--- config.mk ---
export PLATFORM = sky130hd
export DESIGN_NAME = id_stage
export DESIGN_NICKNAME = d
export VERILOG_FILES = /design/src/source/rv_pkg.sv /design/src/source/id_issue.sv /design/src/source/id_stage.sv /design/src/source/rv_decoder.sv
export VERILOG_INCLUDE_DIRS = /design/src /design/src/source
export SDC_FILE = /design/constraint.sdc
export NUM_CORES = 1
export LEC_CHECK = 0
export BUFFER_PORTS_ARGS = -buffer_cell sky130_fd_sc_hd__buf_2
export CORE_MARGIN = 2
export CORE_UTILIZATION = 25
export CTS_BUF_LIST = sky130_fd_sc_hd__clkbuf_8 sky130_fd_sc_hd__clkbuf_16
export CTS_CLUSTER_DIAMETER = 30
export DETAILED_ROUTE_END_ITERATION = 10
export PLACE_DENSITY = 0.47
export SKIP_LAST_GASP = 1
export SLEW_MARGIN = 20
export SYNTH_ARGS = -nofsm -noshare
export SYNTH_HDL_FRONTEND = slang
export SYNTH_SLANG_ARGS = --single-unit
--- constraint.sdc ---
create_clock -name clk_i -period 4.2 [get_ports clk_i]
set_clock_uncertainty 0.05 [all_clocks]
set_input_delay 0.63 -clock clk_i [delete_from_list [all_inputs] [get_ports clk_i]]
set_output_delay 0.63 -clock clk_i [all_outputs]
set_load 0.01 [all_outputs]
--- src/source/rv_defs.svh ---
`ifndef RV_DEFS_SVH
`define RV_DEFS_SVH

// datapath widths
`define XLEN        32
`define REG_ADDR_W  5
`define ALU_OP_W    5
`define RES_SEL_W   3

// funct3, OP and OP-IMM
`define F3_ADD_SUB  3'b000
`define F3_SLL      3'b001
`define F3_SLT      3'b010
`define F3_SLTU     3'b011
`define F3_XOR      3'b100
`define F3_SRL_SRA  3'b101
`define F3_OR       3'b110
`define F3_AND      3'b111

// funct3, word load and store only
`define F3_LW       3'b010
`define F3_SW       3'b010

// funct3, conditional branches
`define F3_BEQ      3'b000
`define F3_BNE      3'b001
`define F3_BLT      3'b100
`define F3_BGE      3'b101
`define F3_BLTU     3'b110
`define F3_BGEU     3'b111

// funct7, SUB and SRA use the alternate form
`define F7_BASE     7'b0000000
`define F7_ALT      7'b0100000

// bubble encodings
`define ALU_OP_NOP  5'd0
`define RES_SEL_NOP 3'd0

`endif

--- src/source/rv_pkg.sv ---
`default_nettype none

package rv_pkg;

`include "rv_defs.svh"

    typedef enum logic [6:0] {
        OPC_OP     = 7'b0110011,
        OPC_OPI    = 7'b0010011,
        OPC_LOAD   = 7'b0000011,
        OPC_STORE  = 7'b0100011,
        OPC_BRANCH = 7'b1100011,
        OPC_JAL    = 7'b1101111,
        OPC_JALR   = 7'b1100111,
        OPC_LUI    = 7'b0110111,
        OPC_AUIPC  = 7'b0010111
    } opcode_e;

    // views of the fetched word, msb first
    typedef struct packed {
        logic [6:0] funct7;
        logic [4:0] rs2;
        logic [4:0] rs1;
        logic [2:0] funct3;
        logic [4:0] rd;
        opcode_e    opcode;
    } r_fmt_t;

    typedef struct packed {
        logic [11:0] imm;
        logic [4:0]  rs1;
        logic [2:0]  funct3;
        logic [4:0]  rd;
        opcode_e     opcode;
    } i_fmt_t;

    typedef struct packed {
        logic [6:0] imm_hi;
        logic [4:0] rs2;
        logic [4:0] rs1;
        logic [2:0] funct3;
        logic [4:0] imm_lo;
        opcode_e    opcode;
    } s_fmt_t;

    typedef struct packed {
        logic       imm_12;
        logic [5:0] imm_10_5;
        logic [4:0] rs2;
        logic [4:0] rs1;
        logic [2:0] funct3;
        logic [3:0] imm_4_1;
        logic       imm_11;
        opcode_e    opcode;
    } b_fmt_t;

    typedef struct packed {
        logic [19:0] imm;
        logic [4:0]  rd;
        opcode_e     opcode;
    } u_fmt_t;

    typedef struct packed {
        logic        imm_20;
        logic [9:0]  imm_10_1;
        logic        imm_11;
        logic [7:0]  imm_19_12;
        logic [4:0]  rd;
        opcode_e     opcode;
    } j_fmt_t;

    typedef union packed {
        r_fmt_t r;
        i_fmt_t i;
        s_fmt_t s;
        b_fmt_t b;
        u_fmt_t u;
        j_fmt_t j;
    } inst_t;

    typedef enum logic [`ALU_OP_W-1:0] {
        ALU_NOP = `ALU_OP_NOP,
        ALU_ADD, ALU_SUB, ALU_SLT, ALU_SLTU,
        ALU_XOR, ALU_OR, ALU_AND,
        ALU_SLL, ALU_SRL, ALU_SRA,
        ALU_LW, ALU_SW,
        ALU_BEQ, ALU_BNE, ALU_BLT, ALU_BGE, ALU_BLTU, ALU_BGEU,
        ALU_JAL, ALU_JALR, ALU_AUIPC
    } alu_op_e;

    typedef enum logic [`RES_SEL_W-1:0] {
        RES_NOP = `RES_SEL_NOP,
        RES_ARITH, RES_LOGIC, RES_SHIFT, RES_LD_ST, RES_JAL
    } res_sel_e;

    typedef struct packed {
        logic                   read;
        logic [`REG_ADDR_W-1:0] addr;
    } rf_req_t;

    typedef struct packed {
        logic [`XLEN-1:0]       pc;
        alu_op_e                aluop;
        res_sel_e               alusel;
        logic                   wreg;
        logic [`REG_ADDR_W-1:0] rd;
        rf_req_t                rf1;
        rf_req_t                rf2;
        logic [`XLEN-1:0]       imm;
        logic                   b_flag;
        logic [`XLEN-1:0]       b_target;
    } decoded_t;

    // ld is only meaningful on the EX source
    typedef struct packed {
        logic                   wreg;
        logic                   ld;
        logic [`REG_ADDR_W-1:0] wd;
        logic [`XLEN-1:0]       wdata;
    } fwd_t;

    typedef struct packed {
        logic [`XLEN-1:0]       pc;
        alu_op_e                aluop;
        res_sel_e               alusel;
        logic [`XLEN-1:0]       reg1;
        logic [`XLEN-1:0]       reg2;
        logic [`REG_ADDR_W-1:0] wd;
        logic                   wreg;
        logic                   b_flag;
        logic [`XLEN-1:0]       b_target;
        logic [`XLEN-1:0]       offset;
    } id_ex_t;

endpackage

`default_nettype wire

--- src/source/id_issue.sv ---
`timescale 1ns/1ps
`default_nettype none

`include "rv_defs.svh"

module id_issue import rv_pkg::*; (
    input  wire                clk_i,
    input  wire                rst_n_i,
    input  wire decoded_t      dec_i,
    input  wire [`XLEN-1:0]    rf1_data_i,
    input  wire [`XLEN-1:0]    rf2_data_i,
    input  wire fwd_t          ex_fwd_i,
    input  wire fwd_t          mem_fwd_i,
    output rf_req_t            rf1_req_o,
    output rf_req_t            rf2_req_o,
    output logic               stall_o,
    output id_ex_t             id_ex_o
);

    localparam id_ex_t BUBBLE = '0;

    logic [`XLEN-1:0] reg1;
    logic [`XLEN-1:0] reg2;
    id_ex_t           id_ex_d;

    // load still in EX, data not available yet
    function automatic logic load_hit(input rf_req_t req, input fwd_t ex);
        load_hit = req.read && ex.ld && (ex.wd == req.addr);
    endfunction

    // r0 is not special here, a write to x0 still forwards
    function automatic logic [`XLEN-1:0] operand(input rf_req_t req,
                                                 input logic [`XLEN-1:0] imm,
                                                 input logic [`XLEN-1:0] rf_data,
                                                 input fwd_t ex,
                                                 input fwd_t mem);
        if (!req.read) begin
            operand = imm;
        end else if (load_hit(req, ex)) begin
            operand = '0;
        end else if (ex.wreg && ex.wd == req.addr) begin
            operand = ex.wdata;
        end else if (mem.wreg && mem.wd == req.addr) begin
            operand = mem.wdata;
        end else begin
            operand = rf_data;
        end
    endfunction

    assign rf1_req_o = dec_i.rf1;
    assign rf2_req_o = dec_i.rf2;

    assign stall_o = load_hit(dec_i.rf1, ex_fwd_i) || load_hit(dec_i.rf2, ex_fwd_i);

    assign reg1 = operand(dec_i.rf1, dec_i.imm, rf1_data_i, ex_fwd_i, mem_fwd_i);
    assign reg2 = operand(dec_i.rf2, dec_i.imm, rf2_data_i, ex_fwd_i, mem_fwd_i);

    always_comb begin
        id_ex_d.pc       = dec_i.pc;
        id_ex_d.aluop    = dec_i.aluop;
        id_ex_d.alusel   = dec_i.alusel;
        id_ex_d.reg1     = reg1;
        id_ex_d.reg2     = reg2;
        id_ex_d.wd       = dec_i.rd;
        id_ex_d.wreg     = dec_i.wreg;
        id_ex_d.b_flag   = dec_i.b_flag;
        id_ex_d.b_target = dec_i.b_target;
        // third operand for stores and loads
        id_ex_d.offset   = dec_i.imm;
    end

    // ID/EX register, a stalled cycle sends a bubble down
    always_ff @(posedge clk_i) begin
        if (!rst_n_i || stall_o) begin
            id_ex_o <= BUBBLE;
        end else begin
            id_ex_o <= id_ex_d;
        end
    end

endmodule

`default_nettype wire

--- src/source/id_stage.sv ---
`timescale 1ns/1ps
`default_nettype none

`include "rv_defs.svh"

module id_stage import rv_pkg::*; (
    input  wire                clk_i,
    input  wire                rst_n_i,

    // fetch side
    input  wire [`XLEN-1:0]    pc_i,
    input  wire inst_t         inst_i,

    // register file, read data comes back in the same cycle
    output rf_req_t            rf1_req_o,
    output rf_req_t            rf2_req_o,
    input  wire [`XLEN-1:0]    rf1_data_i,
    input  wire [`XLEN-1:0]    rf2_data_i,

    // bypass from later stages
    input  wire fwd_t          ex_fwd_i,
    input  wire fwd_t          mem_fwd_i,

    output logic               stall_o,
    output id_ex_t             id_ex_o
);

    decoded_t dec;

    rv_decoder u_decoder (
        .pc_i   (pc_i),
        .inst_i (inst_i),
        .dec_o  (dec)
    );

    id_issue u_issue (
        .clk_i      (clk_i),
        .rst_n_i    (rst_n_i),
        .dec_i      (dec),
        .rf1_data_i (rf1_data_i),
        .rf2_data_i (rf2_data_i),
        .ex_fwd_i   (ex_fwd_i),
        .mem_fwd_i  (mem_fwd_i),
        .rf1_req_o  (rf1_req_o),
        .rf2_req_o  (rf2_req_o),
        .stall_o    (stall_o),
        .id_ex_o    (id_ex_o)
    );

endmodule

`default_nettype wire

--- src/source/rv_decoder.sv ---
`timescale 1ns/1ps
`default_nettype none

`include "rv_defs.svh"

module rv_decoder import rv_pkg::*; (
    input  wire [`XLEN-1:0] pc_i,
    input  wire inst_t      inst_i,
    output decoded_t        dec_o
);

    logic [`XLEN-1:0] imm_i;
    logic [`XLEN-1:0] imm_sh;
    logic [`XLEN-1:0] imm_s;
    logic [`XLEN-1:0] imm_b;
    logic [`XLEN-1:0] imm_u;
    logic [`XLEN-1:0] imm_j;
    logic [2:0]       f3;
    logic [6:0]       f7;

    assign f3 = inst_i.r.funct3;
    assign f7 = inst_i.r.funct7;

    assign imm_i  = {{(`XLEN-12){inst_i.i.imm[11]}}, inst_i.i.imm};
    assign imm_sh = {{(`XLEN-5){1'b0}}, inst_i.i.imm[4:0]};
    assign imm_s  = {{(`XLEN-12){inst_i.s.imm_hi[6]}}, inst_i.s.imm_hi, inst_i.s.imm_lo};
    assign imm_b  = {{(`XLEN-13){inst_i.b.imm_12}}, inst_i.b.imm_12, inst_i.b.imm_11,
                     inst_i.b.imm_10_5, inst_i.b.imm_4_1, 1'b0};
    assign imm_u  = {inst_i.u.imm, 12'h000};
    assign imm_j  = {{(`XLEN-21){inst_i.j.imm_20}}, inst_i.j.imm_20, inst_i.j.imm_19_12,
                     inst_i.j.imm_11, inst_i.j.imm_10_1, 1'b0};

    // shared by OP and OP-IMM, SUB only exists in the register form
    function automatic alu_op_e arith_op(input logic [2:0] fn3, input logic [6:0] fn7,
                                         input logic is_reg);
        arith_op = ALU_NOP;
        case (fn3)
            `F3_ADD_SUB: begin
                if (!is_reg || fn7 == `F7_BASE) begin
                    arith_op = ALU_ADD;
                end else if (fn7 == `F7_ALT) begin
                    arith_op = ALU_SUB;
                end
            end
            `F3_SLT:  arith_op = ALU_SLT;
            `F3_SLTU: arith_op = ALU_SLTU;
            `F3_XOR:  arith_op = ALU_XOR;
            `F3_OR:   arith_op = ALU_OR;
            `F3_AND:  arith_op = ALU_AND;
            `F3_SLL:  arith_op = ALU_SLL;
            `F3_SRL_SRA: begin
                if (fn7 == `F7_BASE) begin
                    arith_op = ALU_SRL;
                end else if (fn7 == `F7_ALT) begin
                    arith_op = ALU_SRA;
                end
            end
            default: arith_op = ALU_NOP;
        endcase
    endfunction

    function automatic res_sel_e group_of(input alu_op_e op);
        case (op)
            ALU_ADD, ALU_SUB, ALU_SLT, ALU_SLTU, ALU_AUIPC: group_of = RES_ARITH;
            ALU_XOR, ALU_OR, ALU_AND:                       group_of = RES_LOGIC;
            ALU_SLL, ALU_SRL, ALU_SRA:                      group_of = RES_SHIFT;
            ALU_LW, ALU_SW:                                 group_of = RES_LD_ST;
            ALU_JAL, ALU_JALR:                              group_of = RES_JAL;
            default:                                        group_of = RES_NOP;
        endcase
    endfunction

    always_comb begin
        dec_o          = '0;
        dec_o.pc       = pc_i;
        dec_o.rd       = inst_i.r.rd;
        dec_o.rf1.addr = inst_i.r.rs1;
        dec_o.rf2.addr = inst_i.r.rs2;
        dec_o.aluop    = ALU_NOP;

        case (inst_i.r.opcode)
            OPC_OPI: begin
                dec_o.aluop    = arith_op(f3, f7, 1'b0);
                dec_o.wreg     = 1'b1;
                dec_o.rf1.read = 1'b1;
                // shift amount is the low five bits only
                dec_o.imm      = (f3 == `F3_SLL || f3 == `F3_SRL_SRA) ? imm_sh : imm_i;
            end
            OPC_OP: begin
                dec_o.aluop    = arith_op(f3, f7, 1'b1);
                dec_o.wreg     = 1'b1;
                dec_o.rf1.read = 1'b1;
                dec_o.rf2.read = 1'b1;
            end
            OPC_LOAD: begin
                if (f3 == `F3_LW) begin
                    dec_o.aluop = ALU_LW;
                end
                dec_o.wreg     = 1'b1;
                dec_o.rf1.read = 1'b1;
                dec_o.imm      = imm_i;
            end
            OPC_STORE: begin
                if (f3 == `F3_SW) begin
                    dec_o.aluop = ALU_SW;
                end
                dec_o.rf1.read = 1'b1;
                dec_o.rf2.read = 1'b1;
                dec_o.imm      = imm_s;
            end
            OPC_BRANCH: begin
                case (f3)
                    `F3_BEQ:  dec_o.aluop = ALU_BEQ;
                    `F3_BNE:  dec_o.aluop = ALU_BNE;
                    `F3_BLT:  dec_o.aluop = ALU_BLT;
                    `F3_BGE:  dec_o.aluop = ALU_BGE;
                    `F3_BLTU: dec_o.aluop = ALU_BLTU;
                    `F3_BGEU: dec_o.aluop = ALU_BGEU;
                    default:  dec_o.aluop = ALU_NOP;
                endcase
                dec_o.rf1.read = 1'b1;
                dec_o.rf2.read = 1'b1;
                dec_o.imm      = imm_b;
            end
            OPC_JAL: begin
                dec_o.aluop    = ALU_JAL;
                dec_o.wreg     = 1'b1;
                dec_o.imm      = imm_j;
                dec_o.b_flag   = 1'b1;
                dec_o.b_target = pc_i + imm_j;
            end
            OPC_JALR: begin
                dec_o.aluop    = ALU_JALR;
                dec_o.wreg     = 1'b1;
                dec_o.rf1.read = 1'b1;
                dec_o.imm      = imm_i;
            end
            OPC_LUI: begin
                // executed as 0 | imm in the logic unit
                dec_o.aluop = ALU_OR;
                dec_o.wreg  = 1'b1;
                dec_o.imm   = imm_u;
            end
            OPC_AUIPC: begin
                dec_o.aluop = ALU_AUIPC;
                dec_o.wreg  = 1'b1;
                dec_o.imm   = imm_u;
            end
            default: begin
                dec_o.aluop = ALU_NOP;
            end
        endcase

        // unknown sub-encodings collapse to a nop
        if (dec_o.aluop == ALU_NOP) begin
            dec_o.wreg     = 1'b0;
            dec_o.rf1.read = 1'b0;
            dec_o.rf2.read = 1'b0;
            dec_o.imm      = '0;
            dec_o.b_flag   = 1'b0;
            dec_o.b_target = '0;
        end

        dec_o.alusel = group_of(dec_o.aluop);
    end

endmodule

`default_nettype wire

==> flow_metrics.py <==
metrics = {
    "synth": {
        "syn_avg_cell_area_sq_um": 8.887,
        "syn-num-nets": 1225,
        "synth_cell_types": 67,
        "synth_edf_count": 0,
        "synth_async_sr_flop_share_pct": 0,
        "yosys_most_used_dff": "dfxtp_1",
        "syn-cell-area_sq_um": 8762,
        "seq_area_frac_synth_pct": 39.98,
        "syn_inst": 986,
        "synth_seq_cells": 175,
        "ys_warn_count": 0,
    },
    "setup_path": {
        "critPathKind": "input port to output pin",
        "cp-startpoint": "inst_i[12]",
        "arrival_ns": 2.76,
        "cp-end-kind": "output pin",
        "critPathMaxFanout": 14,
        "worst_ep_required_time_ns": 3.52,
        "startpoint_type": "input port",
    },
    "timing": {
        "fmax_mhz": 290.9,
        "hold_viol_final": 0,
        "period_share_pct": 81.84,
        "post-route-min-period_ns": 3.437,
        "rsz0062_at_grt": "no",
        "tns_ns": 0,
        "final_max_slew_viol_count": 0,
        "slew-limit-headroom_pct": 33.96,
        "worst_slew_pin_slew_ns": 0.9906,
        "setup_viol": 0,
    },
    "clocking": {
        "htreeDepth": 4,
        "cts_sinks": 175,
        "clk_pin_slew_worst_paths_ns": 0.07,
        "ctsResizeCount": 0,
        "cts.hold.buffers_added": 0,
        "cts_root_buffer": "clkbuf_16",
        "cts_setup_buffers": 0,
        "cts_buffers": 17,
        "cts_tree": "done",
        "ctsLongestPathBuffers": 2,
    },
    "floorplanning": {
        "io_pins": 396,
        "initial_core_util_pct": 25.37,
        "dieArea_sq_um": 36560,
        "num_rows": 68,
        "die_x_microns": 191.2,
        "core_sq_um": 34540,
        "dieHeight_microns": 191.2,
    },
    "run": {
        "cap_violations": 0,
    },
    "cells_and_area": {
        "largest_register_ffs": 175,
        "finalNetCount": 1600,
        "top_regs": "u_issue.id_ex_o: 175 flops",
        "top_register": "u_issue.id_ex_o",
        "area_growth_pct": 34.90,
        "drive_gt1_share_pct": 36.32,
        "instances_no_fill": 1833,
        "num-fill-cells": 3763,
    },
    "placed_design": {
        "gp_congestion": 0.8617,
        "dp_cells": 1797,
        "numPortBuffers": 394,
        "dpl.hpwl_mm": 29.35,
    },
    "drt": {
        "ant_nets": 0,
        "drc": 0,
        "vias": 8712,
        "avgViaCountPerCell": 4.753,
        "routed_wl_mm": 37.17,
        "first_iter_violations": 506,
        "drtPass1Iterations": 5,
        "wire_per_inst_microns": 20.28,
    },
    "min_path": {
        "hp-start": "pc_i[0]",
        "hold_class": "input port to register",
    },
    "power_and_ir_drop": {
        "p_per_area_nw_per_um2": 337.7,
        "leakage_nw": 5.503,
        "power_mw": 3.992,
        "ir_drop_uv": 294.6,
    },
    "global_route": {
        "grt-ovfl-total": 0,
        "grt_pass1_vias": 8484,
        "grtUsageTotal_pct": 20.15,
        "grt_max_degree": 38,
        "antenna_found_initial": 5,
        "grt_pass1_wl_mm": 53.93,
    },
    "run_status": {
        "status": "finished clean",
    },
}
==> critical path, cell delays in order <==
cell	delay, ns
buf_2	0.31
inv_1	0.14
o211ai_1	0.23
a21oi_1	0.10
a211oi_1	0.65
nand3_1	0.21
nor3b_1	0.24
nor2_1	0.09
buf_2	0.14
==> logic make-up (layout without fill, tap and decap cells) <==
kind of cell	after synthesis	in the layout	synth area share, %
AO/OA/AOI/OAI	266	266	20.68
XOR/XNOR	40	40	3.998
adder cells (fa/ha/maj)	31	31	4.512
buffers and inverters	83	471	4.684
flip-flops	175	175	39.98
multiplexers	67	67	7.697
other	0	4	0
AND/OR/NAND/NOR	324	324	18.45
==> placed cells by master, fill, tap and decap left out, drive strengths merged, types with 11 or more instances in the layout <==
| cell type | synthesis | routed |
|---|---|---|
| nor2b | 12 | 12 |
| clkbuf | 21 | 17 |
| xnor2 | 16 | 16 |
| buf | 45 | 422 |
| a21oi | 47 | 47 |
| dfxtp | 175 | 175 |
| inv | 16 | 23 |
| nand3 | 15 | 15 |
| xor2 | 24 | 24 |
| nand2b | 12 | 12 |
| nor2 | 82 | 82 |
| o22ai | 60 | 60 |
| o21ai | 81 | 81 |
| a21o | 11 | 11 |
| and3 | 15 | 15 |
| nor3 | 18 | 18 |
| ha | 30 | 30 |
| and2 | 48 | 48 |
| a211oi | 13 | 13 |
| nand2 | 89 | 89 |
| mux2i | 64 | 64 |
==> per-stage QoR <==
stage | worst slack, ns | cell area, sq um | hold WS (ns) | utilization (%)
floorplan | 1.234 | 8762 | 0.6969 | -
global placement | 0.4975 | 11210 | 0.8066 | 32.46
detailed placement | 0.3770 | 11210 | 0.8069 | 32.46
CTS | 0.7810 | 11810 | 0.3148 | 34.19
global route | 0.5569 | 11820 | 0.3294 | 34.20
finish | 0.7629 | 11820 | 0.3441 | 34.22
==> path summary, 6_finish.rpt <==
| path | to | slack [ns] | cells past startpoint |
|---|---|---|---|
| setup / recovery | rf1_req_o[5] | 0.76 | 9 |
| hold / removal | u_issue.id_ex_o[143]$_SDFF_PP0_ | 0.34 | 2 |
==> cell type report <==
| cell class | count | area (sq um) | area share [%] |
|---|---|---|---|
| diodes | 4 | 10.01 | 0.08468 |
| clock buffers | 17 | 425.4 | 3.599 |
| clock inverters | 15 | 172.7 | 1.461 |
| inverters | 17 | 63.81 | 0.5399 |
| multi-input cells | 728 | 4881 | 41.29 |
| flip-flops and latches | 175 | 3503 | 29.64 |
| well taps | 455 | 569.3 | 4.816 |
| repair buffers | 422 | 2195 | 18.57 |
==> Yosys cell counts, types with 6 or more instances <==
cell | n | area share [%]
nor3b_1 | 6 | 0.51
nor3_1 | 18 | 1.0
ha_1 | 30 | 4.3
inv_1 | 16 | 0.69
o22ai_1 | 39 | 2.8
xor2_1 | 24 | 2.4
buf_4 | 14 | 1.2
buf_2 | 25 | 1.4
dfxtp_1 | 175 | 40
and2_1 | 47 | 3.4
nor2_1 | 81 | 3.5
clkbuf_1 | 21 | 0.90
o22ai_2 | 21 | 3.0
mux2i_1 | 64 | 7.3
nand2_1 | 89 | 3.8
a21o_1 | 11 | 0.94
nor2b_1 | 12 | 0.86
xnor2_1 | 16 | 1.6
o21ai_0 | 80 | 4.6
nand3_1 | 15 | 0.86
a21oi_1 | 47 | 2.7
nand2b_1 | 12 | 0.86
and3_1 | 15 | 1.1
a22oi_1 | 6 | 0.51
a211oi_1 | 13 | 1.1
==> layer usage <==
metal	part of all wire [%]	global-route usage (%)	vias to the layer above
met1	45	26.54	4100
li1	-	-	4260
met4	2.5	7.249	2
met2	47	32.48	296
met5	0.035	0	-
met3	5.5	4.131	54
==> power by group <==
| part | internal [mW] | total, mW | switching, mW |
|---|---|---|---|
| combinational | 0.271 | 0.641 | 0.370 |
| clock | 0.851 | 1.67 | 0.814 |
| sequential | 1.68 | 1.69 | 0.00499 |
| total | 2.80 | 3.99 | 1.19 |
No activity file was read; power rests on OpenSTA's default activity.
